--- config.mk ---
export PLATFORM = sky130hd
export DESIGN_NAME = boot_rom
export DESIGN_NICKNAME = d
export VERILOG_FILES = /design/src/verilog/soc_pkg.sv /design/src/verilog/boot_rom.sv
export SDC_FILE = /design/constraint.sdc
export NUM_CORES = 1
export LEC_CHECK = 0
export BUFFER_PORTS_ARGS = -buffer_cell sky130_fd_sc_hd__buf_2
export CORE_MARGIN = 3
export CORE_UTILIZATION = 30
export CTS_BUF_LIST = sky130_fd_sc_hd__clkbuf_4
export CTS_CLUSTER_SIZE = 25
export DETAILED_ROUTE_END_ITERATION = 12
export PLACE_DENSITY = 0.92
export RECOVER_POWER = 25
export REMOVE_ABC_BUFFERS = 1
export SLEW_MARGIN = 20
export SYNTH_ARGS = -nofsm -noshare
export SYNTH_HDL_FRONTEND = slang
export SYNTH_SLANG_ARGS = --single-unit
--- constraint.sdc ---
create_clock -name clk_i -period 1.3 [get_ports clk_i]
set_input_delay 0.065 -clock clk_i [delete_from_list [all_inputs] [get_ports clk_i]]
set_output_delay 0.065 -clock clk_i [all_outputs]
set_load 0.01 [all_outputs]
--- src/verilog/soc_pkg.sv ---
// ----------------------------------------
// SoC harness package
// Bus widths, bus types, the decode region
// enumeration and the memory map shared by
// the decoder and all targets
// ----------------------------------------
`default_nettype none

package soc_pkg;

    // ----------------------------------------
    // Bus widths and types
    // ----------------------------------------
    localparam int unsigned AddrWidth = 32;
    localparam int unsigned DataWidth = 64;
    localparam int unsigned StrbWidth = DataWidth / 8;

    typedef logic [AddrWidth-1:0] addr_t;
    typedef logic [DataWidth-1:0] data_t;
    typedef logic [StrbWidth-1:0] strb_t;

    // Decode result, one per target plus no-match
    typedef enum logic [1:0] {
        RegionRom   = 2'd0,
        RegionClint = 2'd1,
        RegionDram  = 2'd2,
        RegionNone  = 2'd3
    } region_e;

    // ----------------------------------------
    // Address map
    // ----------------------------------------
    localparam addr_t RomBase   = 32'h0001_0000;
    localparam addr_t RomLength = 32'h0001_0000;

    localparam addr_t ClintBase   = 32'h0200_0000;
    localparam addr_t ClintLength = 32'h0000_C000;

    // DRAM length follows from the configured depth
    localparam addr_t DramBase = 32'h8000_0000;

    // CLINT register offsets from ClintBase
    localparam addr_t ClintMsipOffset     = 32'h0000_0000;
    localparam addr_t ClintMtimecmpOffset = 32'h0000_4000;
    localparam addr_t ClintMtimeOffset    = 32'h0000_BFF8;

    // Boot ROM contents rule
    localparam int unsigned RomWords = 16;
    localparam logic [31:0] RomTag   = 32'hB007_0000;

endpackage

`default_nettype wire

--- src/verilog/boot_rom.sv ---
// ----------------------------------------
// Boot ROM
// Read-only words built from a fixed rule,
// read with one cycle of latency
// ----------------------------------------
`default_nettype none

module boot_rom (
    input  logic            clk_i,
    input  logic            sel_i,
    input  soc_pkg::addr_t  addr_i,
    output soc_pkg::data_t  rdata_o
);

    localparam int unsigned IdxWidth = $clog2(soc_pkg::RomWords);

    soc_pkg::addr_t       offset;
    logic [IdxWidth-1:0]  word_idx;
    soc_pkg::data_t       rdata_q;

    // Upper half is the tag plus the index, lower half its inverse
    function automatic soc_pkg::data_t rom_word(logic [IdxWidth-1:0] n);
        logic [31:0] upper;
        upper = soc_pkg::RomTag + 32'(n);
        return {upper, ~upper};
    endfunction

    assign offset   = addr_i - soc_pkg::RomBase;
    assign word_idx = offset[3 +: IdxWidth];

    // Idle cycles leave zero behind for the response mux
    always_ff @(posedge clk_i) begin
        rdata_q <= sel_i ? rom_word(word_idx) : '0;
    end

    assign rdata_o = rdata_q;

endmodule

`default_nettype wire

== Word-level counts from Yosys, hierarchy flattened ==
Cells that the tools add are included.

* Register bits after elaboration: 64
* Input bits: 34
* Output and inout bits: 64
* Word-level logic and storage cells: 4

* $add $sub $neg: 2
* Bitwise logic cells: 1

{| class="wikitable"
|+ Operators with widths
! kind !! number
|-
| 32-bit by 4-bit adder with 32-bit output, first input constant || 1
|-
| 32-bit NOT || 1
|-
| 7-bit by 1-bit subtractor with 7-bit output, second input constant || 1
|}

== Logic depth before layout (Yosys ltp) ==
* Depth after elaboration: 3
* Mapped depth: 1
* Mapped depth without buffers: 1

== Worst setup path before layout ==
No wires, ideal clock.

* Kind: reg2out
* Start point: register rdata_o[61] (netlist name)
* End point: output port rdata_o[10]
* Arrival time: 1.006 ns
* Slack: 0.229 ns
* Stages on the path, launching flop included: 2
* Cells stage by stage: dfxtp_1 > buf_4

{| class="wikitable"
|+ RTL lines
! what !! line !! source
|-
| to (decl) || boot_rom.sv:12 || <nowiki>output soc_pkg::data_t rdata_o</nowiki>
|}

==> impl_metrics.ini <==
[setup_path]
cp_num_buf_inv = 1
crit_fanout = 28
crit_type = reg2out
cp.arrival_ps = 970
path_cells = buf_2
critPathMaxStageDelay_ps = 510
crit_family = flip-flops
cp_slowest_cell = dfxtp_2
worst_setup_path_end_kind = primary output
crit_path_start_kind = flop
cp.required_ps = 1240
crit_start = rdata_o[61]$_SDFF_PN0_

[min_path]
hold_start = addr_i[4]
holdPathEnd = rdata_o[33]$_SDFF_PN0_
hold_class = in2reg
whs_path_depth = 2

[die]
start_util = 0.327
die_x_um = 52.9
die_h_um = 52.9
row_count = 16
ios = 98
core_area_mm2 = 0.00202
die_area_mm2 = 0.00280

[logic_synthesis]
synth_warnings = 0
yosysSeqAreaShare = 0.273
synthesis.area_um2 = 661
synth-seq-cells = 9
synthFlopType = dfxtp_1
yosys-top-cells-count = buf_4 (55), dfxtp_1 (9), and2b_2 (4)
synth_area_per_cell_um2 = 9.05
yosys.cell_count.top_type = buf_4
synth-async-reset-ratio = 0
synth-edff-count = 0
synth.distinct_cells = 6
synth_cells = 73
synth_top_area_share = 0.625
ys_top_cells_by_area = buf_4 (63%), dfxtp_1 (27%), and2b_2 (5.3%)
yosysTopAreaCell = buf_4

[finish]
seqCellArea_um2 = 181
multi_input_area_um2 = 169
design_area_um2 = 618
postLayoutCoreUtil = 0.306
layout.nets = 126
fillCellCount = 218
largest_reg_flops = 9
drive_above_1_share = 0.484
syn_to_final_growth_pct = -6.44
instances_no_fill = 118
diodes = 0

[power_and_ir_drop]
power_mw = 0.678
p_per_area_mw_per_mm2 = 1100
p_comb_frac = 0.214
p_clk_frac = 0.342
p_switching_mw = 0.198
seqPwrFrac = 0.445
ir_worst_vdd_mv = 0.364
swShare = 0.292
leakage_nw = 0.358
internal-power_mw = 0.480

[timing]
max_freq_mhz = 968
fin_ws_ps = 267
finalSetupViolations = 0
hold_viol = 0
drv_slew = 0
fin_crit_ps = 1030
rsz0062_at_grt = no
finalCritPeriodShare = 0.795

[global_routing]
antenna_found_initial = 0
grt_pass1_vias = 209
globalRouteTotalUtil = 0.0451
grt_max_degree = 29
grt.overflow.total = 0
grt_pass1_wl_um = 807

[place]
dpl_cell_area_um2 = 588
dp.cells = 113
gp_congestion = 0.531
dpl.hpwl_um = 743
post-place-ws_ps = 314
place.port_buffers = 41

[job]
drv_cap = 0

[clock_network]
cts_tree = done
cts.path.max_buffers = 2
cts_made_buffers = 3
htreeDepth = 1
cts_setup_buffers = 0
cts-root-buf = clkbuf_4
clk_pin_slew_ps = 60
clock-sinks = 9

[status]
outcome = completed

[route]
drt-total-wl_um = 873
vias = 381
drt_iter0_markers = 0
drc = 0
via_per_inst = 3.23
drtAntennaViolNets = 0
routedWlPerCell_um = 7.40
first_pass_iters = 1
## worst max-delay path by stage
stage	end	slack, ps	depth (start not counted)
after floorplan	rdata_o[10]	-830	0
after global placement	rdata_o[8]	360	1
after detailed placement	rdata_o[6]	310	1
after CTS	rdata_o[6]	30	1
after global routing	rdata_o[61]	180	1
final	rdata_o[22]	270	1
## logic make-up (layout without fill, tap and decap cells)
kind of cell	count (synthesis)	after routing	share of synthesized area
buf+inv	55	46	0.625
other cells	1	28	0.00568
simple gates	8	8	0.0966
flops	9	9	0.273
## power by group through the flow
stage,clock (mW),combinational (mW),sequential (mW)
5_1_grt,0.246,0.159,0.304
3_3_place_gp,0,0.143,0.306
4_1_cts,0.238,0.148,0.301
6_report,0.232,0.145,0.302
3_5_place_dp,0,0.145,0.307
2_1_floorplan,0,0.0462,0.342
## metrics by stage
stage               TNS, ps  hold slack, ps
floorplan            -23340            92.7
global placement          0             255
detailed placement        0             259
CTS                       0            15.5
global route              0            26.5
finish                    0            20.1
## layout by cell type (no fill, tap or decap), drive strengths merged
cell / count
buf: 32
conb: 28
clkbuf: 13
dfxtp: 9
and2b: 4
and2: 4
dlygate4sd3: 1
## per-layer routing
layer  vias up  wire length (µm)  GRT usage  part of all wire
met5         -                 0          0                 0
met4         0                38     0.0766             0.044
met3         3               277    0.00845              0.32
met2        55               403      0.103              0.46
met1       153               154     0.0101              0.18
li1        170                 -          -                 -
## cell type report
cell class	instances	area share
multi-input combinational	36	0.273
sequential	9	0.294
tap	27	0.0547
timing repair buffer	42	0.330
clock buffer	4	0.0486
## what timing repair did
item	in CTS	in global routing
hold buffers	1	0
resized for setup	0	1
endpoints found under the setup margin	0	28
hold endpoints to repair	1	0
No activity file was read; power rests on OpenSTA's default activity.
