`src/verilog/soc_pkg.sv`:
```
// ----------------------------------------
// SoC harness package
// Bus widths, bus types, the decode region
// enumeration and the memory map shared by
// the decoder and all targets
// ----------------------------------------
`default_nettype none

package soc_pkg;

    // ----------------------------------------
    // Bus widths and types
    // ----------------------------------------
    localparam int unsigned AddrWidth = 32;
    localparam int unsigned DataWidth = 64;
    localparam int unsigned StrbWidth = DataWidth / 8;

    typedef logic [AddrWidth-1:0] addr_t;
    typedef logic [DataWidth-1:0] data_t;
    typedef logic [StrbWidth-1:0] strb_t;

    // Decode result, one per target plus no-match
    typedef enum logic [1:0] {
        RegionRom   = 2'd0,
        RegionClint = 2'd1,
        RegionDram  = 2'd2,
        RegionNone  = 2'd3
    } region_e;

    // ----------------------------------------
    // Address map
    // ----------------------------------------
    localparam addr_t RomBase   = 32'h0001_0000;
    localparam addr_t RomLength = 32'h0001_0000;

    localparam addr_t ClintBase   = 32'h0200_0000;
    localparam addr_t ClintLength = 32'h0000_C000;

    // DRAM length follows from the configured depth
    localparam addr_t DramBase = 32'h8000_0000;

    // CLINT register offsets from ClintBase
    localparam addr_t ClintMsipOffset     = 32'h0000_0000;
    localparam addr_t ClintMtimecmpOffset = 32'h0000_4000;
    localparam addr_t ClintMtimeOffset    = 32'h0000_BFF8;

    // Boot ROM contents rule
    localparam int unsigned RomWords = 16;
    localparam logic [31:0] RomTag   = 32'hB007_0000;

endpackage

`default_nettype wire

```
`src/verilog/addr_decoder.sv`:
```
// ----------------------------------------
// Address decoder
// Steers each request to ROM, CLINT or DRAM,
// then returns the response one cycle later
// with the read data of the decoded target
// ----------------------------------------
`default_nettype none

module addr_decoder #(
    parameter int unsigned NumWords = 1024
) (
    input  logic            clk_i,
    input  logic            rst_n_i,
    input  logic            req_i,
    input  soc_pkg::addr_t  addr_i,
    output logic            rom_sel_o,
    output logic            clint_sel_o,
    output logic            dram_sel_o,
    input  soc_pkg::data_t  rom_rdata_i,
    input  soc_pkg::data_t  clint_rdata_i,
    input  soc_pkg::data_t  dram_rdata_i,
    output logic            rvalid_o,
    output soc_pkg::data_t  rdata_o,
    output logic            err_o
);

    localparam soc_pkg::addr_t DramLength = soc_pkg::addr_t'(NumWords * 8);

    soc_pkg::region_e region_d;
    soc_pkg::region_e region_q;
    logic             valid_q;

    // Half-open range check, written without base plus length overflow
    function automatic logic in_range(soc_pkg::addr_t a, soc_pkg::addr_t base,
                                      soc_pkg::addr_t len);
        return (a >= base) && ((a - base) < len);
    endfunction

    // ----------------------------------------
    // Request side
    // ----------------------------------------
    always_comb begin
        region_d = soc_pkg::RegionNone;
        if (in_range(addr_i, soc_pkg::RomBase, soc_pkg::RomLength)) begin
            region_d = soc_pkg::RegionRom;
        end else if (in_range(addr_i, soc_pkg::ClintBase, soc_pkg::ClintLength)) begin
            region_d = soc_pkg::RegionClint;
        end else if (in_range(addr_i, soc_pkg::DramBase, DramLength)) begin
            region_d = soc_pkg::RegionDram;
        end
    end

    assign rom_sel_o   = req_i && (region_d == soc_pkg::RegionRom);
    assign clint_sel_o = req_i && (region_d == soc_pkg::RegionClint);
    assign dram_sel_o  = req_i && (region_d == soc_pkg::RegionDram);

    always_ff @(posedge clk_i or negedge rst_n_i) begin
        if (!rst_n_i) begin
            valid_q  <= 1'b0;
            region_q <= soc_pkg::RegionNone;
        end else begin
            valid_q  <= req_i;
            region_q <= req_i ? region_d : soc_pkg::RegionNone;
        end
    end

    // ----------------------------------------
    // Response side
    // ----------------------------------------
    always_comb begin
        case (region_q)
            soc_pkg::RegionRom:   rdata_o = rom_rdata_i;
            soc_pkg::RegionClint: rdata_o = clint_rdata_i;
            soc_pkg::RegionDram:  rdata_o = dram_rdata_i;
            default:              rdata_o = '0;
        endcase
    end

    assign rvalid_o = valid_q;
    assign err_o    = valid_q && (region_q == soc_pkg::RegionNone);

endmodule

`default_nettype wire

```
`config.mk`:
```
export PLATFORM = sky130hd
export DESIGN_NAME = addr_decoder
export DESIGN_NICKNAME = d
export VERILOG_FILES = /design/src/verilog/soc_pkg.sv /design/src/verilog/addr_decoder.sv
export SDC_FILE = /design/constraint.sdc
export NUM_CORES = 1
export LEC_CHECK = 0
export BUFFER_PORTS_ARGS = -buffer_cell sky130_fd_sc_hd__clkbuf_2
export CORE_AREA = 2 2 115 117
export DETAILED_ROUTE_END_ITERATION = 7
export DIE_AREA = 0 0 117 119
export PLACE_DENSITY = 0.43
export SYNTH_ARGS = -nofsm -noshare
export SYNTH_HDL_FRONTEND = slang
export SYNTH_SLANG_ARGS = --single-unit
```
`constraint.sdc`:
```
create_clock -name clk_i -period 1.9 [get_ports clk_i]
set_clock_uncertainty 0.15 [all_clocks]
set_input_delay 0.19 -clock clk_i [delete_from_list [all_inputs] [get_ports clk_i]]
set_output_delay 0.19 -clock clk_i [all_outputs]
set_load 0.01 [all_outputs]
```
-- Word-level counts from Yosys, hierarchy flattened
Cells that the tools add are included.
- register bits after elaboration: 3
- latch bits: 0
- bits in writable memories: 0
- ROM bits: 0
- bits of input ports: 227
- output and inout port bits: 69
- word-level logic and storage cells: 30
- memories: 0
- add/sub/neg operators: 3
- $mul: 0
- divide/modulo/power cells: 0
- magnitude comparators: 6
- eq/ne operators: 5
- shift-type cells: 0
- multiplexer cells: 5
- bitwise operators: 0
- reduce and logical (&&, ||, !) cells: 9
- operator list (cell ; count):
    64-bit one-hot mux with 3 select lines ; 1
    32-bit by 17-bit greater-or-equal comparator with 1-bit output, second input constant ; 1
    32-bit by 26-bit greater-or-equal comparator with 1-bit output, second input constant ; 1
    32-bit greater-or-equal comparator, second input constant ; 1
    32-bit by 14-bit less-than comparator with 1-bit output, second input constant ; 1
    32-bit by 16-bit less-than comparator with 1-bit output, second input constant ; 1
    32-bit by 17-bit less-than comparator with 1-bit output, second input constant ; 1
    32-bit by 17-bit subtractor with 32-bit output, second input constant ; 1
    32-bit by 26-bit subtractor with 32-bit output, second input constant ; 1
    32-bit subtractor, second input constant ; 1
    1-bit logical AND ; 7
    2-bit == test, second input constant ; 3
    2-bit two-way mux ; 3
    2-bit by 1-bit == test with 1-bit output, second input constant ; 2
    2-bit zero test ; 2
    1-bit two-way mux ; 1

-- Logic depth before layout (Yosys ltp)
Gate-level depths: netlist of run 1.
- word-level depth: 8
- depth in mapped cells: 6

-- Least setup slack after synthesis of run 1
OpenSTA, ideal clock, no wires.
- kind: register -> output
- start: register region_q[0]
- end: output rdata_o[0]
- data arrival time: 1.434 ns
- required time: 1.560 ns
- slack: 0.126 ns
- stages on the path, launching flop included: 7
- buffers on the path: 3
- cell sequence: dfstp_2 clkbuf_1 nor2b_1 buf_2 buf_2 nand2_1 o21ai_1
- cells in the longest elaborated chain, start to end: 2
- elaborated cells between the ends (all ways): 4
- those cells by class: eq/ne: 2; mux: 1; reduce/logical: 1
- RTL lines (item ; RTL line ; RTL):
    start, declared ; addr_decoder.sv:30 ; soc_pkg::region_e region_q;
    start signal, assigned ; addr_decoder.sv:60 ; region_q <= soc_pkg::RegionNone;
    start signal, assigned ; addr_decoder.sv:63 ; region_q <= req_i ? region_d : soc_pkg::RegionNone;
    2-bit == test (tied with other cells) ; addr_decoder.sv:71 ; case (region_q)
    64-bit one-hot mux with 3 select lines (*) ; addr_decoder.sv:71 ;
    end, declared ; addr_decoder.sv:23 ; output soc_pkg::data_t rdata_o,
Every way passes the cells marked *; elsewhere a longest branch is shown, timed or not.

-- Worst setup path in the final report of run 1
- start: register region_q[1]
- end: output rdata_o[50]
Same word-level chain as after synthesis.

==> results of run 1 <==
==> layout make-up <==
| type | instances | area, sq um | share of cell area [%] |
|---|---|---|---|
| clock buffer | 4 | 78.8 | 2.12 |
| inverter | 3 | 11.3 | 0.302 |
| multi-input combinational | 223 | 1500 | 40.3 |
| sequential | 3 | 81.3 | 2.18 |
| tap | 176 | 220 | 5.91 |
| timing repair buffer | 304 | 1830 | 49.2 |
==> timing repair <==
action,CTS,global route
endpoints found under the setup margin,41,65
resized for setup,1,18
buffers inserted,0,3
gates cloned,0,10
hold endpoints to repair,4,0
hold buffers,2,0
==> layout by cell type (no fill, tap or decap), types with 2 or more instances in the layout <==
cell,instances
a21oi_1,2
a31oi_1,2
and3_1,2
buf_12,5
buf_16,2
buf_2,4
buf_6,3
buf_8,2
clkbuf_16,10
clkbuf_2,278
dlygate4sd3_1,2
ha_1,2
inv_1,3
mux2i_1,60
mux2i_2,4
nand2_1,64
nand2_2,2
nand4_1,3
nor2_1,2
nor3_1,2
nor3_2,2
nor4_4,2
o21ai_1,62
o21ai_2,2
==> worst max-delay path: cells and delay by family, from the launching register on <==
family / cells / cell delay (ns)
flip-flops: 1 / 0.63
buffers and inverters: 4 / 0.59
AND/OR/NAND/NOR: 2 / 0.12
AO/OA/AOI/OAI: 1 / 0.06
==> registers in the layout, summed over array words and instances, names as in the netlist <==
register	flops
region_q	2
rvalid_o	1
==> where the power goes <==
group	switching (mW)	total (mW)	internal (mW)	leakage [nW]
sequential	0.000835	0.0663	0.0655	0.0325
combinational	0.111	0.311	0.200	2.29
clock	0.0553	0.332	0.277	0.0382
total	0.167	0.710	0.542	2.36
==> how the worst max path moves through the flow <==
| stage | end | cells past startpoint | slack (ns) | startpoint |
|---|---|---|---|---|
| 2_1_floorplan | rdata_o[0] | 6 | 0.13 | region_q[0] |
| 3_3_place_gp | clint_sel_o | 5 | 0.1 | addr_i[30] |
| 3_5_place_dp | clint_sel_o | 5 | 0.1 | addr_i[30] |
| 4_1_cts | rdata_o[53] | 4 | -0.1 | region_q[1] |
| 5_1_grt | rdata_o[8] | 7 | -0.12 | region_q[1] |
| 6_report | rdata_o[50] | 7 | -0.06 | region_q[1] |
==> cell families after synthesis <==
logic type,after synthesis,share of synthesized area (%)
XOR/XNOR,2,1.07
multiplexers,64,39.0
flip-flops,3,4.72
AND/OR/NAND/NOR,86,25.8
buffers and inverters,24,6.47
adder cells (fa/ha/maj),2,1.52
AO/OA/AOI/OAI,69,21.4
==> stage by stage <==
step	cell area, sq um	setup slack (ns)
floorplan	1640	0.126
global placement	3310	0.0972
detailed placement	3310	0.0955
CTS	3410	-0.0966
global route	3720	-0.118
finish	3720	-0.0631
==> per-layer routing <==
layer | global-route usage (%) | vias up
met5 | 0 | -
met4 | 0.882 | 0
met3 | 1.32 | 2
met2 | 22.0 | 161
met1 | 11.6 | 1343
li1 | - | 1475
==> run metrics, run 1 <==
post-detail-place hpwl 7250 um; vias per inst around 4.2; total congestion overflow 0; routed len/inst 13.9 um; VDD IR max 0.774 mV; # DRC 0; Hold Vio Cnt, Final 0; TritonCTS clock tree done; ant diodes 0; initial drt markers 65; crit-path max FO 9; sequential area share after synthesis approximately 4.7%; final max-slew violation count 0; ANT nets after route 0; Num CTS Buffers 3; M1 WL between 4000 and 5000 um; synthesized flop and latch total 3; worst slew pin tran roughly 0.38 ns; top cells by area, synth mux2i_1 (39%), o21ai_1 (19%), nand2_1 (15%); ratio of cells with drive above 1 in the final layout 60.1%; clock period minus worst slack around 2 ns; Post-Route Utilization a little under 30%; Worst Path Class, Setup reg -> out; CTS Buffer Depth 2; Crit. End Element primary output; NumNets Final 767; worst-path cell chain buf_8 > nor2b_4 > buf_12 > clkbuf_16 > nand2_1 > o21ai_1 > buf_2; RSZ-0062 raised after global routing yes; IO Port Bufs ~280; crit start category flip-flop; top-area cell type share of the netlist area approximately two fifths; Worst path slowest cell dfstp_4; initial antenna violation count 0; Yosys cell types 27; area grow syn2layout 127%; Highest Signal Layer met4; Data required, critical path roughly 1.6 ns; pin count of the biggest net entering global routing between 60 and 70; crit share post-route 103%; Sink Count 3; max-cap violations 0; worst relative slew slack between 70% and 80%; Synth Instances 250; final hold slack ~0.15 ns; failing checks setup timing; metal3 WL 711 um; Initial Util around 13%; GR Util All Layers 10.7%; total power about 0.71 mW; Layout fillers 1440; Mean Syn Cell Area about 6.6 sq um; count leader, synth nand2_1; vias in the first global route 2735; RePlAce Congestion 0.783; slowest stage delay, CP approximately 0.63 ns; routed wire length a little under 10000 um; Die Ht between 100 and 150 um; CTS root buf clkbuf_16; Hold Crit Class in -> async; syn nets approximately 480; Die ar. between 10000 and 15000 sq um; status complete, but fails checks; vias post-DR 2981; Worst EP arrival between 1.5 and 2 ns; Die W ~120 um; Final WS setup -0.0631 ns; 1st-pass router iterations 4; Finished Layout Cells about 710; number of flops mapped to enable cells by yosys 0; CORE AREA between 10000 and 15000 sq um; # setup viols final 64; row count 42; top cells by count, synth nand2_1 (66), mux2i_1 (64), o21ai_1 (64); Reg clk slew, reported paths roughly 0.03 ns; synthesized cell area about 1600 sq um; post-synth top area cell mux2i_1; TNS Setup -2.31 ns; Leak about 2.4 nW; # H-tree levels 1; placed insts ~690; Most used DFF post-synth dfstp_2; metal2 WL roughly 5000 um; Peak Freq between 500 and 600 MHz; Async S/R FF share, synth 100%; P per Cell Area between 150 and 200 nW/um^2; I/O Pins 296; first-pass GRT wire length ~12000 um; Warnings, synthesis 0
Power figures use the tool's default switching activity.
==> run 2: changes to the inputs <==
--- a/config.mk
+++ b/config.mk
@@ -10,6 +10,7 @@
 export DETAILED_ROUTE_END_ITERATION = 7
 export DIE_AREA = 0 0 117 119
 export PLACE_DENSITY = 0.43
+export RECOVER_POWER = 100
 export SYNTH_ARGS = -nofsm -noshare
 export SYNTH_HDL_FRONTEND = slang
 export SYNTH_SLANG_ARGS = --single-unit
==> run 2 against run 1 <==
  * The flow still finishes with violations (setup timing)
  * Sequential share of layout area about the same
  * Utilization is 0.13 points lower
  * Die area is the same
  * Clock power is essentially flat
  * Sequential cell count did not move
  * Fmax hardly changed
  * Setup slack about the same
  * Clock-buffer cell count is the same
  * Sequential power barely moved
  * Critical path depth stayed put
  * Critical path type unchanged
  * Highest routed layer unchanged
==> run metrics, run 2 (synthesis gave the netlist of run 1 again) <==
Die ar. 13900 sq um (unchanged); max-cap violations 0 (unchanged); Worst path slowest cell dfstp_4 (unchanged); routed len/inst 13.9 um (about the same); # DRC 0 (unchanged); Sink Count 3 (unchanged); TritonCTS clock tree done (unchanged); initial drt markers 61 (was 65); crit start category flip-flop (unchanged); ANT nets after route 0 (unchanged); total power 0.709 mW (was 0.710 mW); CTS Buffer Depth 2 (unchanged); commonest non-fill, non-tap cells in the layout clkbuf_2 (276), nand2_1 (64), o21ai_1 (62) (was clkbuf_2 (278), nand2_1 (64), o21ai_1 (62)); GR Util All Layers 10.7% (unchanged); Die W 117 um (unchanged); worst relative slew slack 74.4% (was 74.6%); crit share post-route 103% (about the same); Leak 2.35 nW (was 2.36 nW); busiest layer in global routing met2 (unchanged); Num CTS Buffers 3 (unchanged); # H-tree levels 1 (unchanged); crit-path max FO 9 (unchanged); slowest stage delay, CP 0.63 ns (about the same); Worst Path Class, Setup reg -> out (unchanged); Hold Vio Cnt, Final 0 (unchanged); CORE AREA 12900 sq um (unchanged); Reg clk slew, reported paths 0.03 ns (about the same); met1 usage 11.6% (unchanged); row count 42 (unchanged); total congestion overflow 0 (unchanged); P per Cell Area 191 nW/um^2 (about the same); RSZ-0062 raised after global routing yes (unchanged); # setup viols final 64 (unchanged); Initial Util 12.8% (unchanged); Data required, critical path 1.56 ns (about the same); failing checks setup timing (unchanged); CP delay by family, top flip-flops (unchanged); RePlAce Congestion 0.783 (unchanged); 1st-pass router iterations 4 (unchanged); routed wire length 9910 um (was 9920 um); pin count of the biggest net entering global routing 66 (unchanged); initial antenna violation count 0 (unchanged); Peak Freq 509 MHz (about the same); ratio of cells with drive above 1 in the final layout 59.4% (was 60.1%); ant diodes 0 (unchanged); final hold slack 0.156 ns (was 0.146 ns); post-detail-place hpwl 7250 um (unchanged); flip-flop count of the largest register after layout 2 (unchanged); Hold Crit Class in -> async (unchanged); first-pass GRT wire length 12200 um (unchanged); Final WS setup -0.0631 ns (about the same); worst-path cell chain buf_8 > nor2b_4 > buf_12 > clkbuf_16 > nand2_1 > o21ai_1 > buf_2 (unchanged); met3 GRT Util 1.32% (unchanged); pre-CTS setup slack 0.0955 ns (unchanged); final max-slew violation count 0 (unchanged); status complete, but fails checks (unchanged); crit path from region_q[1] (unchanged); worst slew pin tran 0.383 ns (was 0.381 ns); Worst EP arrival 1.62 ns (about the same); NumNets Final 767 (unchanged); clock period minus worst slack 1.96 ns (about the same); crit path buf inv count 4 (unchanged); largest reg by FF count region_q (unchanged); I/O Pins 296 (unchanged); IO Port Bufs 282 (unchanged); Crit. End Element primary output (unchanged); VDD IR max 0.773 mV (was 0.774 mV); Die Ht 119 um (unchanged); vias in the first global route 2735 (unchanged); commonest non-fill, non-tap cell in the layout clkbuf_2 (unchanged); met2 usage in global routing 22.0% (unchanged); vias post-DR 2995 (was 2981); CTS root buf clkbuf_16 (unchanged); vias per inst 4.20 (was 4.18); area grow syn2layout 126% (was 127%); Post-Route Utilization 28.8% (was 28.9%)
## run 2: area by class of cell
cell class                      instances  area (sq um)
Timing Repair Buffer                  304          1830
Multi-Input combinational cell        223          1490
Inverter                                3          11.3
Tap cell                              176           220
Fill cell                            1441          9170
Sequential cell                         3          81.3
Clock buffer                            4          78.8
## run 2: routing by layer
| metal | vias up | share of wire (%) |
|---|---|---|
| li1 | 1474 | - |
| met1 | 1364 | 42 |
| met2 | 155 | 52 |
| met3 | 2 | 6.7 |
| met4 | 0 | 0.17 |
| met5 | - | 0 |
## run 2: power by group
| part | internal, mW | switching (mW) | leakage, nW | total [mW] |
|---|---|---|---|---|
| sequential | 0.0655 | 0.000816 | 0.0325 | 0.0663 |
| combinational | 0.199 | 0.111 | 2.28 | 0.310 |
| clock | 0.277 | 0.0553 | 0.0382 | 0.332 |
## run 2: through the flow
stage,cells,area [sq um],TNS [ns]
after detailed placement,694,3310,0
after floorplan,250,1640,0
after CTS,700,3410,-0.920
after global routing,713,3710,-6.46
after global placement,694,3310,0
final,713,3710,-2.31
## run 2: what timing repair did
action                                  in CTS  in global routing
hold buffers                                 2                  0
gates cloned                                 0                 10
setup buffers                                0                  3
pin swaps                                    0                  0
endpoints found under the setup margin      41                 65
resized for setup                            1                 18
hold endpoints to repair                     4                  0
## run 2: worst paths after layout
kind	endpoint	slack [ns]	cells past startpoint
max in group asynchronous	region_q[0]	1.22	2
worst max-delay path	rdata_o[50]	-0.06	7
min in group clk_i	region_q[1]	0.23	3
worst min-delay path	rvalid_o	0.16	2
