## src/verilog/soc_pkg.sv

```systemverilog
// ----------------------------------------
// SoC harness package
// Bus widths, bus types, the decode region
// enumeration and the memory map shared by
// the decoder and all targets
// ----------------------------------------
`default_nettype none

package soc_pkg;

    // ----------------------------------------
    // Bus widths and types
    // ----------------------------------------
    localparam int unsigned AddrWidth = 32;
    localparam int unsigned DataWidth = 64;
    localparam int unsigned StrbWidth = DataWidth / 8;

    typedef logic [AddrWidth-1:0] addr_t;
    typedef logic [DataWidth-1:0] data_t;
    typedef logic [StrbWidth-1:0] strb_t;

    // Decode result, one per target plus no-match
    typedef enum logic [1:0] {
        RegionRom   = 2'd0,
        RegionClint = 2'd1,
        RegionDram  = 2'd2,
        RegionNone  = 2'd3
    } region_e;

    // ----------------------------------------
    // Address map
    // ----------------------------------------
    localparam addr_t RomBase   = 32'h0001_0000;
    localparam addr_t RomLength = 32'h0001_0000;

    localparam addr_t ClintBase   = 32'h0200_0000;
    localparam addr_t ClintLength = 32'h0000_C000;

    // DRAM length follows from the configured depth
    localparam addr_t DramBase = 32'h8000_0000;

    // CLINT register offsets from ClintBase
    localparam addr_t ClintMsipOffset     = 32'h0000_0000;
    localparam addr_t ClintMtimecmpOffset = 32'h0000_4000;
    localparam addr_t ClintMtimeOffset    = 32'h0000_BFF8;

    // Boot ROM contents rule
    localparam int unsigned RomWords = 16;
    localparam logic [31:0] RomTag   = 32'hB007_0000;

endpackage

`default_nettype wire

```

## src/verilog/clint_timer.sv

```systemverilog
// ----------------------------------------
// Core-local interruptor
// Real-time counter clocked by rtc edges,
// compare register for the timer interrupt
// and a software interrupt bit
// ----------------------------------------
`default_nettype none

module clint_timer (
    input  logic            clk_i,
    input  logic            rst_n_i,
    input  logic            rtc_i,
    input  logic            sel_i,
    input  logic            we_i,
    input  soc_pkg::addr_t  addr_i,
    input  soc_pkg::strb_t  be_i,
    input  soc_pkg::data_t  wdata_i,
    output soc_pkg::data_t  rdata_o,
    output logic            timer_irq_o,
    output logic            ipi_o
);

    soc_pkg::addr_t  offset;
    soc_pkg::addr_t  reg_off;

    logic [1:0]      rtc_sync_q;
    logic            rtc_prev_q;
    logic            rtc_tick;

    soc_pkg::data_t  mtime_d, mtime_q;
    soc_pkg::data_t  mtimecmp_d, mtimecmp_q;
    logic            msip_d, msip_q;
    logic            timer_irq_q;
    logic            ipi_q;

    soc_pkg::data_t  read_val;
    soc_pkg::data_t  rdata_q;

    // Byte-wise merge of write data into a register value
    function automatic soc_pkg::data_t merge(soc_pkg::data_t old, soc_pkg::data_t wd,
                                             soc_pkg::strb_t be);
        soc_pkg::data_t res;
        res = old;
        for (int b = 0; b < soc_pkg::StrbWidth; b++) begin
            if (be[b]) begin
                res[b*8 +: 8] = wd[b*8 +: 8];
            end
        end
        return res;
    endfunction

    // Register offset within the CLINT window, word aligned
    assign offset  = addr_i - soc_pkg::ClintBase;
    assign reg_off = {offset[soc_pkg::AddrWidth-1:3], 3'b000};

    // ----------------------------------------
    // RTC synchronizer and edge detect
    // ----------------------------------------
    assign rtc_tick = rtc_sync_q[1] && !rtc_prev_q;

    // ----------------------------------------
    // Register next state
    // ----------------------------------------
    always_comb begin
        mtime_d    = rtc_tick ? (mtime_q + soc_pkg::data_t'(1)) : mtime_q;
        mtimecmp_d = mtimecmp_q;
        msip_d     = msip_q;
        // A bus write to mtime overrides a tick in the same cycle
        if (sel_i && we_i) begin
            case (reg_off)
                soc_pkg::ClintMsipOffset: begin
                    if (be_i[0]) begin
                        msip_d = wdata_i[0];
                    end
                end
                soc_pkg::ClintMtimecmpOffset: mtimecmp_d = merge(mtimecmp_q, wdata_i, be_i);
                soc_pkg::ClintMtimeOffset:    mtime_d    = merge(mtime_d, wdata_i, be_i);
                default: ;
            endcase
        end
    end

    always_ff @(posedge clk_i or negedge rst_n_i) begin
        if (!rst_n_i) begin
            rtc_sync_q  <= 2'b00;
            rtc_prev_q  <= 1'b0;
            mtime_q     <= '0;
            mtimecmp_q  <= '1;
            msip_q      <= 1'b0;
            timer_irq_q <= 1'b0;
            ipi_q       <= 1'b0;
        end else begin
            rtc_sync_q  <= {rtc_sync_q[0], rtc_i};
            rtc_prev_q  <= rtc_sync_q[1];
            mtime_q     <= mtime_d;
            mtimecmp_q  <= mtimecmp_d;
            msip_q      <= msip_d;
            timer_irq_q <= (mtime_q >= mtimecmp_q);
            ipi_q       <= msip_q;
        end
    end

    // ----------------------------------------
    // Read path
    // ----------------------------------------
    always_comb begin
        case (reg_off)
            soc_pkg::ClintMsipOffset:     read_val = {{(soc_pkg::DataWidth-1){1'b0}}, msip_q};
            soc_pkg::ClintMtimecmpOffset: read_val = mtimecmp_q;
            soc_pkg::ClintMtimeOffset:    read_val = mtime_q;
            default:                      read_val = '0;
        endcase
    end

    always_ff @(posedge clk_i) begin
        rdata_q <= (sel_i && !we_i) ? read_val : '0;
    end

    assign rdata_o     = rdata_q;
    assign timer_irq_o = timer_irq_q;
    assign ipi_o       = ipi_q;

endmodule

`default_nettype wire

```

## config.mk

```make
export PLATFORM = sky130hd
export DESIGN_NAME = clint_timer
export DESIGN_NICKNAME = d
export VERILOG_FILES = /design/src/verilog/soc_pkg.sv /design/src/verilog/clint_timer.sv
export SDC_FILE = /design/constraint.sdc
export NUM_CORES = 1
export LEC_CHECK = 0
export CORE_MARGIN = 4
export CORE_UTILIZATION = 55
export DETAILED_ROUTE_END_ITERATION = 8
export DONT_BUFFER_PORTS = 1
export PLACE_DENSITY = 0.7
export SKIP_LAST_GASP = 1
export SLEW_MARGIN = 25
export SYNTH_ARGS = -nofsm -noshare
export SYNTH_HDL_FRONTEND = slang
export SYNTH_SLANG_ARGS = --single-unit
export TNS_END_PERCENT = 100
```

## constraint.sdc

```tcl
create_clock -name clk_i -period 2.78 [get_ports clk_i]
set_input_delay 0.278 -clock clk_i [delete_from_list [all_inputs] [get_ports clk_i]]
set_output_delay 0.278 -clock clk_i [all_outputs]
set_load 0.02 [all_outputs]
```

* Word level (Yosys, flattened, before mapping)
Cells that the tools add are included.
** Word-level totals
- Bits of input ports :: 109
- Output and inout port bits :: 66
- Bits in registers :: 198
** Cells by class
- Equality and inequality tests :: 2
- Reductions and logical operators :: 15
- $add $sub $neg :: 2
- Magnitude comparators :: 1
- Multiplexer cells :: 12
** Operators with widths (count)
- $mux W64 :: 3
- $pmux W64 S3 :: 1
- $add A64 B1 Y64 const B :: 1
- $ge A64 B64 Y1 :: 1
- $mux W8 :: 8
- $logic_not A32 Y1 :: 1
- $sub A32 B26 Y32 const B :: 1
- $eq A29 B12 Y1 const B :: 1
- $eq A29 B13 Y1 const B :: 1
- $reduce_and A3 Y1 :: 9
- $logic_and A1 B1 Y1 :: 3
- $logic_not A1 Y1 :: 2

* Depth between registers and ports, before layout
Gate-level depths: netlist (run 1).
- Word-level depth :: 6
- Mapped depth :: 8
- Mapped depth without buffers :: 8

* Worst setup path after synthesis (run 1)
OpenSTA, ideal clock, no wires.
- Path kind :: register to register
- From :: register mtime_q[4]
- To :: register mtime_q[57]
- Arrival time :: 2.256 ns
- Path slack :: 0.396 ns
- Library setup time :: 0.128 ns
- Buffers on the path :: 1
- Stages on the path, launching flop included :: 8
- Cells stage by stage :: dfrtp_1 -> nand3_2 -> or3_4 -> or3_1 -> buf_2 -> or4_4 -> xnor2_1 -> mux2_1
** Between the ends
- Word-level cells in the longest chain between the ends :: 5
** Ends and longest elaborated chain
- start, declared :: line clint_timer.sv:30 : soc_pkg::data_t mtime_d, mtime_q;
- start signal, assigned :: line clint_timer.sv:95 : mtime_q <= mtime_d;
- $add A64 B1 Y64 (*) :: line clint_timer.sv:65 : mtime_d = rtc_tick ? (mtime_q + soc_pkg::data_t'(1)) : mtime_q;
- $mux W64 (*) :: line clint_timer.sv:65
- $mux W8 :: line clint_timer.sv:45 : if (be[b]) begin
- $mux W64 :: line clint_timer.sv:70 : case (reg_off)
- $mux W64 (*) :: line clint_timer.sv:69 : if (sel_i && we_i) begin
- via mtime_d[57] :: line clint_timer.sv:30
Mark *: on every way through the listed nets, which the timed path passes. The rest lies on a longest branch.
A chain may end at the register's enable or synchronous reset.

* Worst setup path after layout (run 1)
- From :: register mtimecmp_q[15]
- To :: register timer_irq_q (netlist: timer_irq_o)
** Between the ends
- Word-level cells in the longest chain between the ends :: 1
** Ends and longest elaborated chain
- start, declared :: line clint_timer.sv:31 : soc_pkg::data_t mtimecmp_d, mtimecmp_q;
- start signal, assigned :: line clint_timer.sv:96 : mtimecmp_q <= mtimecmp_d;
- $ge A64 B64 Y1 :: line clint_timer.sv:98 : timer_irq_q <= (mtime_q >= mtimecmp_q);
- end signal, assigned :: line clint_timer.sv:98
- end, declared :: line clint_timer.sv:33 : logic timer_irq_q;
Every way passes these cells.

==> results of run 1 <==
## repair_timing
action,in CTS,in global routing
setup endpoints to repair,0,1
hold endpoints to repair,254,134
resized for setup,0,3
## cell usage in the layout, fill, tap and decap left out, types with 4 or more instances in the layout
cell / n
clkbuf_16: 17
dfxtp_1: 64
mux2_2: 8
and4_1: 4
o21ai_0: 77
nand3_1: 38
inv_1: 69
xor2_1: 29
nor4_1: 13
a31oi_1: 10
a21oi_1: 77
dlygate4sd3_1: 65
nor2_1: 143
buf_4: 34
nor3_1: 11
and3_1: 22
nand4_1: 25
a22oi_1: 63
or3_1: 10
nand2_1: 104
a21o_1: 6
dfstp_2: 64
dfrtp_1: 70
ha_1: 65
xnor2_1: 24
## final timing paths
kind / end / slack, ns / cells past startpoint
setup / recovery: timer_irq_o / 0.22 / 9
hold / removal: mtime_q[52] / -0.47 / 0
setup reg to reg: timer_irq_o / 0.22 / 9
min in group clk_i: mtime_q[62] / 0.01 / 2
hold reg to reg: rtc_sync_q[1] / 0.35 / 0
max in group asynchronous: mtimecmp_q[27] / 2.98 / 0
## state kept, by name (all words and copies together), names as in the netlist
signal	flops
ipi_o	1
msip_q	1
mtime_q	64
mtimecmp_q	64
rdata_o	64
rtc_prev_q	1
rtc_sync_q	2
timer_irq_o	1
## per-layer routing
layer | share of wire | routed length (um) | up-vias
li1 | - | - | 3936
met5 | 0 | 0 | -
met1 | 0.43 | 10720 | 3886
met3 | 0.055 | 1367 | 33
met2 | 0.50 | 12400 | 202
met4 | 0.020 | 505 | 0
## stage by stage
stage / utilization / hold slack [ns] / worst slack [ns]
final: 0.6601 / -0.4717 / 0.2248
after global routing: 0.6601 / -0.4866 / 0.04085
after CTS: 0.6597 / -0.4843 / 0.02141
after detailed placement: 0.5887 / -0.01121 / 0.04280
after global placement: 0.5887 / -0.01030 / 0.03079
after floorplan: - / -0.01759 / 0.3961
## logic make-up after synthesis
logic type | Yosys count
and+or+nand+nor | 394
AOI/OAI and AO/OA | 249
DFF | 198
buffers and inverters | 121
adders and majority gates | 65
xor gates and xnor gates | 53
muxes | 10
## where the power goes
| part | switching (uW) | internal, uW |
|---|---|---|
| registers | 157 | 2970 |
| logic | 210 | 251 |
| clock network | 1090 | 1420 |
## cell type report
cell class,instances,area share
clock buffer,20,0.03785
timing repair buffer,101,0.08200
multi-input combinational,771,0.4114
sequential,198,0.4087
tap,225,0.02440
inverter,69,0.02245
clock inverter,12,0.01323
==> results.yml, run 1 <==
timing:
  relSlewSlack: 0.3568
  tightest_slew_ns: 0.9612
  hold_violations: 134
  period_share: 0.9191
  max_freq_mhz: 391.4
  rsz0062_at_grt: "no"
  finalSetupViolations: 0
  layout_min_cycle_time_ns: 2.555
  hold_ws_ns: -0.4717
  clock_skew_ns: 0.01059
  tns_ns: 0
  final_max_slew_viol_count: 0
place:
  dp_hpwl_um: 17540
  dp.cells: 1299
  portBuffers: 0
  place_congestion: 0.8625
  dpl-instance-area_mm2: 0.01029
setup_path:
  crit_family: "compound AO/OA/AOI/OAI gates"
  critPathKind: "flop to flop"
  cp_max_fo: 3
  max_stage_delay_ns: 0.54
  worstPathRequired_ns: 3.14
  worstPathCellList: "inv_1, ha_1, nand4_1, or2_2, a2111oi_2, nor4_1, buf_4, o31a_1, o211ai_1"
  cp-startpoint: "mtimecmp_q[15]"
  r2r_start: "mtimecmp_q[15]"
  cp-end-kind: "flop"
  critPathLaunchType: "flop"
  critPathArrivalTime_ns: 2.92
  path_buf_inv: 2
  slowest_stage: "dfstp_2"
detailed_routing:
  routed_wl_um: 24990
  vias: 8057
  wl_per_cell_um: 17.90
  dr.pass1.iters: 5
  avgViaCountPerCell: 5.771
  ant_nets: 0
  first_iter_violations: 445
  drc: 0
yosys:
  synth_top_family_by_area: "simple AND/OR/NAND/NOR gates"
  postSynthCellCount: 1090
  synth_ff_type: "dfrtp_1"
  synth_fp_nets: 1264
  synth_adder_area_share: 0.08225
  synth_common_cells: "nor2_1 (143), nand2_1 (104), a21oi_1 (77), o21ai_0 (77), dfrtp_1 (70)"
  yosys.area_share.simple: 0.1865
  synthXorXnorAreaFrac: 0.04694
  synth_mux_area_frac: 0.01126
  ys_seq_area_frac: 0.4768
  synth_area_leader_cell: "dfrtp_1"
  synth_area_leaders: "dfrtp_1 (18%), dfstp_2 (17%), dfxtp_1 (13%)"
  synth-compound-area-share: 0.1497
  synth_warnings: 0
  ys_ff_latch: 198
  synth_most_common_cell: "nor2_1"
  synthDistinctLibCells: 53
  async_reset_ff_frac: 0.6768
  synth_edf_count: 0
  synth_top_area_frac: 0.1771
  syn_area_per_cell_um2: 9.072
  syn_area_mm2: 0.009888
clock_tree:
  cts.sinks: 198
  cts_buffer_depth: 2
  clockRootBuffer: "clkbuf_16"
  clk_pin_slew_ns: 0.07
  post-cts-setup-buffers: 0
  cts_tree: "built"
  cts_max_level: 4
  cts_inserted_buffers: 17
  postCtsHoldBufs: 65
  insertion_delay_ns: 0.44
power:
  power_leakage_uw: 0.004905
  irDropWorstVdd_uv: 434.9
  p_total_uw: 6099
  power_density_mw_per_mm2: 528.7
global_routing:
  antenna_found_initial: 0
  met2_usage: 0.4229
  grt_util_all_layers: 0.2507
  grt_pass1_vias: 7904
  top_usage_layer: "met2"
  grt_pass1_wl_um: 40380
  grtUsageMet1: 0.3275
  overflow: 0
  grt_max_degree: 135
  met3_usage: 0.04368
floorplan:
  core_area_mm2: 0.01748
  die_y_um: 142.1
  row_count: 48
  die_area_mm2: 0.02019
  dieWidth_um: 142.1
  start_util: 0.5658
  io_pins: 175
cells_and_area:
  fillCellCount: 1445
  syn2layout_area_growth_pct: 16.66
  multi_input_area_mm2: 0.004746
  seqCellArea_mm2: 0.004715
  drive_above_1_share: 0.1281
  design_area_mm2: 0.01154
  fin_cells: 1396
  diodes: 0
  final_net_count: 1332
outcome:
  status: "complete, but fails checks"
  violations: "negative hold slack"
run:
  cap_violations: 0
hold_path:
  hold_path_class: "input pin to asynchronous set/reset pin"
Power figures use the tool's default switching activity.
==> run 2, diff against run 1 <==
CORE_UTILIZATION = 35   (was 55)
PLACE_DENSITY = 0.49   (was 0.7)
==> run 2 against run 1 <==
Effect of this change: critical endpoint unchanged; via count down 1.5%; setup slack lost 0.050 ns; the run still ends with negative hold slack left; clock-buffer cell count fell by 3; highest routed layer is now met5; largest cell class unchanged.
==> results.yml, run 2 (same netlist as run 1, synthesis figures left out) <==
outcome:
  status: "complete, but fails checks"
  violations: "negative hold slack"
floorplan:
  die_area_mm2: 0.03101
  dieWidth_um: 176.1
  die_y_um: 176.1
  core_area_mm2: 0.02786
  row_count: 61
  start_util: 0.3550
  io_pins: 175
cells_and_area:
  fillCellCount: 2794
  diodes: 0
  final_cell_mix: "nor2_1 (143), nand2_1 (104), a21oi_1 (77), o21ai_0 (77), dfrtp_1 (70)"
  layout_commonest_cell: "nor2_1"
  design_area_mm2: 0.01185
  drive_above_1_share: 0.1357
  fin_cells: 1557
  syn2layout_area_growth_pct: 19.79
  final_net_count: 1340
  final_util: 0.4252
timing:
  hold_ws_ns: -0.4591
  period_share: 0.9371
  rsz0062_at_grt: "no"
  timing.final.ws_setup_ns: 0.1748
  finalSetupViolations: 0
  clock_skew_ns: 0.01674
  tns_ns: 0
  hold_violations: 134
  max_freq_mhz: 383.9
  relSlewSlack: 0.5607
  tightest_slew_ns: 0.6529
  layout_min_cycle_time_ns: 2.605
  final_max_slew_viol_count: 0
setup_path:
  crit_family: "compound AO/OA/AOI/OAI gates"
  cp-startpoint: "mtimecmp_q[15]"
  r2r_start: "mtimecmp_q[15]"
  slowest_stage: "dfstp_2"
  worstPathCellList: "inv_1, ha_1, nand4_1, or2_2, a2111oi_1, nor4_1, buf_4, o31a_1, o211ai_1"
  cp-end-kind: "flop"
  path_buf_inv: 2
  critPathLaunchType: "flop"
  worstPathRequired_ns: 3.12
  critPathKind: "flop to flop"
  critPathArrivalTime_ns: 2.95
  max_stage_delay_ns: 0.54
  cp_max_fo: 3
clock_tree:
  cts_inserted_buffers: 17
  post-cts-setup-buffers: 0
  postCtsHoldBufs: 65
  cts_max_level: 4
  insertion_delay_ns: 0.44
  clk_pin_slew_ns: 0.08
  cts.sinks: 198
  cts_tree: "built"
  cts_buffer_depth: 2
  clockRootBuffer: "clkbuf_16"
hold_path:
  hold_path_class: "input pin to asynchronous set/reset pin"
power:
  irDropWorstVdd_uv: 360.5
  power_density_mw_per_mm2: 528.7
  clkPwrFrac: 0.426
  power_leakage_uw: 0.004969
  switchingPower_uw: 1589
  p_seq_frac: 0.499
  p_sw_frac: 0.2537
  pwr-share-comb: 0.075
  internal-power_uw: 4673
global_routing:
  grt_pass1_wl_um: 45040
  antenna_found_initial: 2
  grt_pass1_vias: 8233
  grt_util_all_layers: 0.1817
  overflow: 0
  grt_max_degree: 135
detailed_routing:
  vias: 7935
  routed_wl_um: 27970
  first_iter_violations: 364
  drc: 0
  avgViaCountPerCell: 5.096
  ant_nets: 0
  dr.pass1.iters: 5
  wl_per_cell_um: 17.96
place:
  dp_hpwl_um: 20140
  portBuffers: 0
  place_ws_ns: 0.1336
  dp.cells: 1460
  dpl-instance-area_mm2: 0.01057
  place_congestion: 0.8112
run:
  cap_violations: 0
run 2: changes by cell type in the layout (fill, tap and decap cells not counted), sizes merged:
cell    before  now
buf         36   44
clkinv       4    5
inv         72   74
clkbuf      20   17
run 2: final cells by class:
cell class | instances | area, um2 | share of cell area
well taps | 378 | 473.0 | 0.03993
clock inverters | 15 | 195.2 | 0.01648
repair buffers | 109 | 1039 | 0.08767
inverters | 69 | 259.0 | 0.02187
clock buffers | 17 | 425.4 | 0.03591
multi-input cells | 771 | 4740 | 0.4001
flip-flops and latches | 198 | 4715 | 0.3980
run 2: routing by layer:
layer / track usage / vias to the layer above / part of all wire
li1: - / 3955 / -
met1: 0.2420 / 3790 / 0.46
met2: 0.3079 / 153 / 0.49
met3: 0.03233 / 33 / 0.040
met4: 0.04516 / 4 / 0.014
met5: 0 / - / 0.00097
run 2: worst paths after layout:
kind	endpoint	slack, ns	cells past startpoint
worst min-delay path	mtime_q[47]	-0.46	0
max in group asynchronous	mtimecmp_q[25]	2.96	0
worst max register to register	timer_irq_o	0.17	9
min in group clk_i	mtime_q[56]	0.02	2
worst max-delay path	timer_irq_o	0.17	9
worst min register to register	rtc_sync_q[1]	0.37	0
run 2: stage by stage:
step	total power [uW]	hold slack (ns)
after floorplan	3428	-0.01759
after global placement	3553	-0.007798
after detailed placement	3554	-0.007275
after CTS	6359	-0.4857
after global routing	6545	-0.4796
final	6262	-0.4591
run 2: power groups by stage:
stage | logic (uW) | registers (uW) | clock network, uW
floorplan | 279 | 3150 | 0
global placement | 372 | 3180 | 0
detailed placement | 373 | 3180 | 0
CTS | 473 | 3120 | 2760
global route | 536 | 3140 | 2860
finish | 469 | 3120 | 2670
run 2: timing repair:
| action | CTS | global route |
|---|---|---|
| setup endpoints to repair | 0 | 1 |
| hold endpoints to repair | 256 | 134 |
| resized for setup | 0 | 1 |
==> run 3, diff against run 2 <==
MAX_ROUTING_LAYER = met4   (was not set)
==> run 3 against run 2 <==
Effect of this change: setup slack lost 0.0058 ns; clock skew is essentially flat; critical endpoint unchanged; total power is essentially flat; final cell count up 0.13%; non-clock buffer count did not move; clock power is essentially flat; largest power group unchanged; global-route usage grew 0.53 points; sequential cell count unchanged; first-iteration DRC count down 2.2%; the flow still finishes with violations (negative hold slack).
==> results.yml, run 3 (same netlist as run 1, synthesis figures left out) <==
outcome:
  status: "complete, but fails checks"
  violations: "negative hold slack"
clock_tree:
  insertion_delay_ns: 0.44
  cts.sinks: 198
  post-cts-setup-buffers: 0
  cts_tree: "built"
  clockRootBuffer: "clkbuf_16"
  cts_inserted_buffers: 17
  clk_pin_slew_ns: 0.08
  cts_max_level: 4
  cts_buffer_depth: 2
  postCtsHoldBufs: 65
timing:
  hold_ws_ns: -0.4590
  tns_ns: 0
  rsz0062_at_grt: "no"
  tightest_slew_ns: 0.6529
  relSlewSlack: 0.5607
  max_freq_mhz: 383.0
  final_max_slew_viol_count: 0
  clock_skew_ns: 0.01662
  finalSetupViolations: 0
  hold_violations: 134
  timing.final.ws_setup_ns: 0.1690
  layout_min_cycle_time_ns: 2.611
  period_share: 0.9392
setup_path:
  reg2regPathDepth: 9
  critPathArrivalTime_ns: 2.95
  max_stage_delay_ns: 0.54
  critPathKind: "flop to flop"
  cp-startpoint: "mtimecmp_q[15]"
  ff2ff_setup_slack_ns: 0.17
  worstPathCellList: "inv_1, ha_1, nand4_1, or2_2, a2111oi_1, nor4_1, buf_4, o31a_1, o211ai_1"
  r2r_start: "mtimecmp_q[15]"
  reg2reg_to: "timer_irq_o"
  cp_max_fo: 3
  cp-end-kind: "flop"
  critPathLaunchType: "flop"
  worstPathRequired_ns: 3.12
  crit_end: "timer_irq_o"
  slowest_stage: "dfstp_2"
cells_and_area:
  final_cell_mix: "nor2_1 (143), nand2_1 (104), a21oi_1 (77), o21ai_0 (77), dfrtp_1 (70)"
  drive_above_1_share: 0.1357
  syn2layout_area_growth_pct: 19.84
  fillCellCount: 2792
  multi_input_area_mm2: 0.004740
  final_util: 0.4254
  seqCellArea_mm2: 0.004715
  layout_commonest_cell: "nor2_1"
  final_net_count: 1340
floorplan:
  die_y_um: 176.1
  dieWidth_um: 176.1
  core_area_mm2: 0.02786
  io_pins: 175
  row_count: 61
  start_util: 0.3550
  die_area_mm2: 0.03101
global_routing:
  overflow: 0
  grt_util_all_layers: 0.1870
  grt_max_degree: 135
  grt_pass1_wl_um: 45000
  antenna_found_initial: 2
  grt_pass1_vias: 8239
detailed_routing:
  first_iter_violations: 356
  routed_wl_um: 27940
  wl_per_cell_um: 17.92
  vias: 7918
  avgViaCountPerCell: 5.079
  dr.pass1.iters: 5
  ant_nets: 0
  drc: 0
power:
  power_leakage_uw: 0.004969
  power_density_mw_per_mm2: 528.7
  irDropWorstVdd_uv: 361.3
place:
  place_ws_ns: 0.1336
  place_congestion: 0.8232
  portBuffers: 0
  dp_hpwl_um: 20140
run:
  cap_violations: 0
hold_path:
  hold_path_class: "input pin to asynchronous set/reset pin"
==> run 3: worst min-delay path by stage <==
| stage | start | to | slack (ns) | cells after the start |
|---|---|---|---|---|
| 2_1_floorplan | rst_n_i | ipi_o | -0.02 | 0 |
| 3_3_place_gp | rst_n_i | mtime_q[56] | -0.008 | 0 |
| 3_5_place_dp | rst_n_i | mtime_q[47] | -0.007 | 0 |
| 4_1_cts | rst_n_i | mtime_q[3] | -0.49 | 0 |
| 5_1_grt | rst_n_i | mtime_q[47] | -0.48 | 0 |
| 6_report | rst_n_i | mtime_q[47] | -0.46 | 0 |
==> run 3: layout make-up <==
| class | count | area share |
|---|---|---|
| Clock inverter | 15 | 0.01647 |
| Sequential cell | 198 | 0.3978 |
| Antenna cell | 2 | 0.0004223 |
| Tap cell | 378 | 0.03991 |
| Clock buffer | 17 | 0.03590 |
| Multi-Input combinational cell | 771 | 0.4000 |
| Timing Repair Buffer | 109 | 0.08764 |
| Inverter | 69 | 0.02186 |
==> run 3: power by group <==
group / switching (uW) / internal [uW] / leakage [uW]
registers: 153 / 2970 / 0.00199
clock network: 1220 / 1450 / 0.000301
logic: 216 / 254 / 0.00268
total: 1590 / 4670 / 0.00497
==> run 3: per-stage QoR <==
step | total power, uW | instances | cell area [um2]
6_report | 6265 | 1559 | 11850
5_1_grt | 6549 | 1559 | 11850
4_1_cts | 6359 | 1557 | 11840
3_5_place_dp | 3554 | 1460 | 10570
3_3_place_gp | 3553 | 1459 | 10550
2_1_floorplan | 3428 | 1090 | 9888
==> run 3: worst max-delay path: cells and delay by family, from the launching register on <==
family                     cells  cell delay [ns]
AOI/OAI and AO/OA              3             0.88
adders and majority gates      1             0.30
buffers and inverters          2             0.21
DFF                            1             0.54
and+or+nand+nor                3             0.59
==> run 3: metal layers <==
| metal | routed length [um] | GRT usage | vias up | part of all wire |
|---|---|---|---|---|
| li1 | - | - | 3960 | - |
| met1 | 12960 | 0.2447 | 3773 | 0.46 |
| met2 | 13590 | 0.3076 | 155 | 0.49 |
| met3 | 999 | 0.02848 | 30 | 0.036 |
| met4 | 389 | 0.04516 | 0 | 0.014 |
| met5 | 0 | - | - | 0 |
==> run 3: timing repair <==
action / in CTS / in global routing
setup endpoints to repair: 0 / 1
hold endpoints to repair: 256 / 134
gates resized for setup: 0 / 1
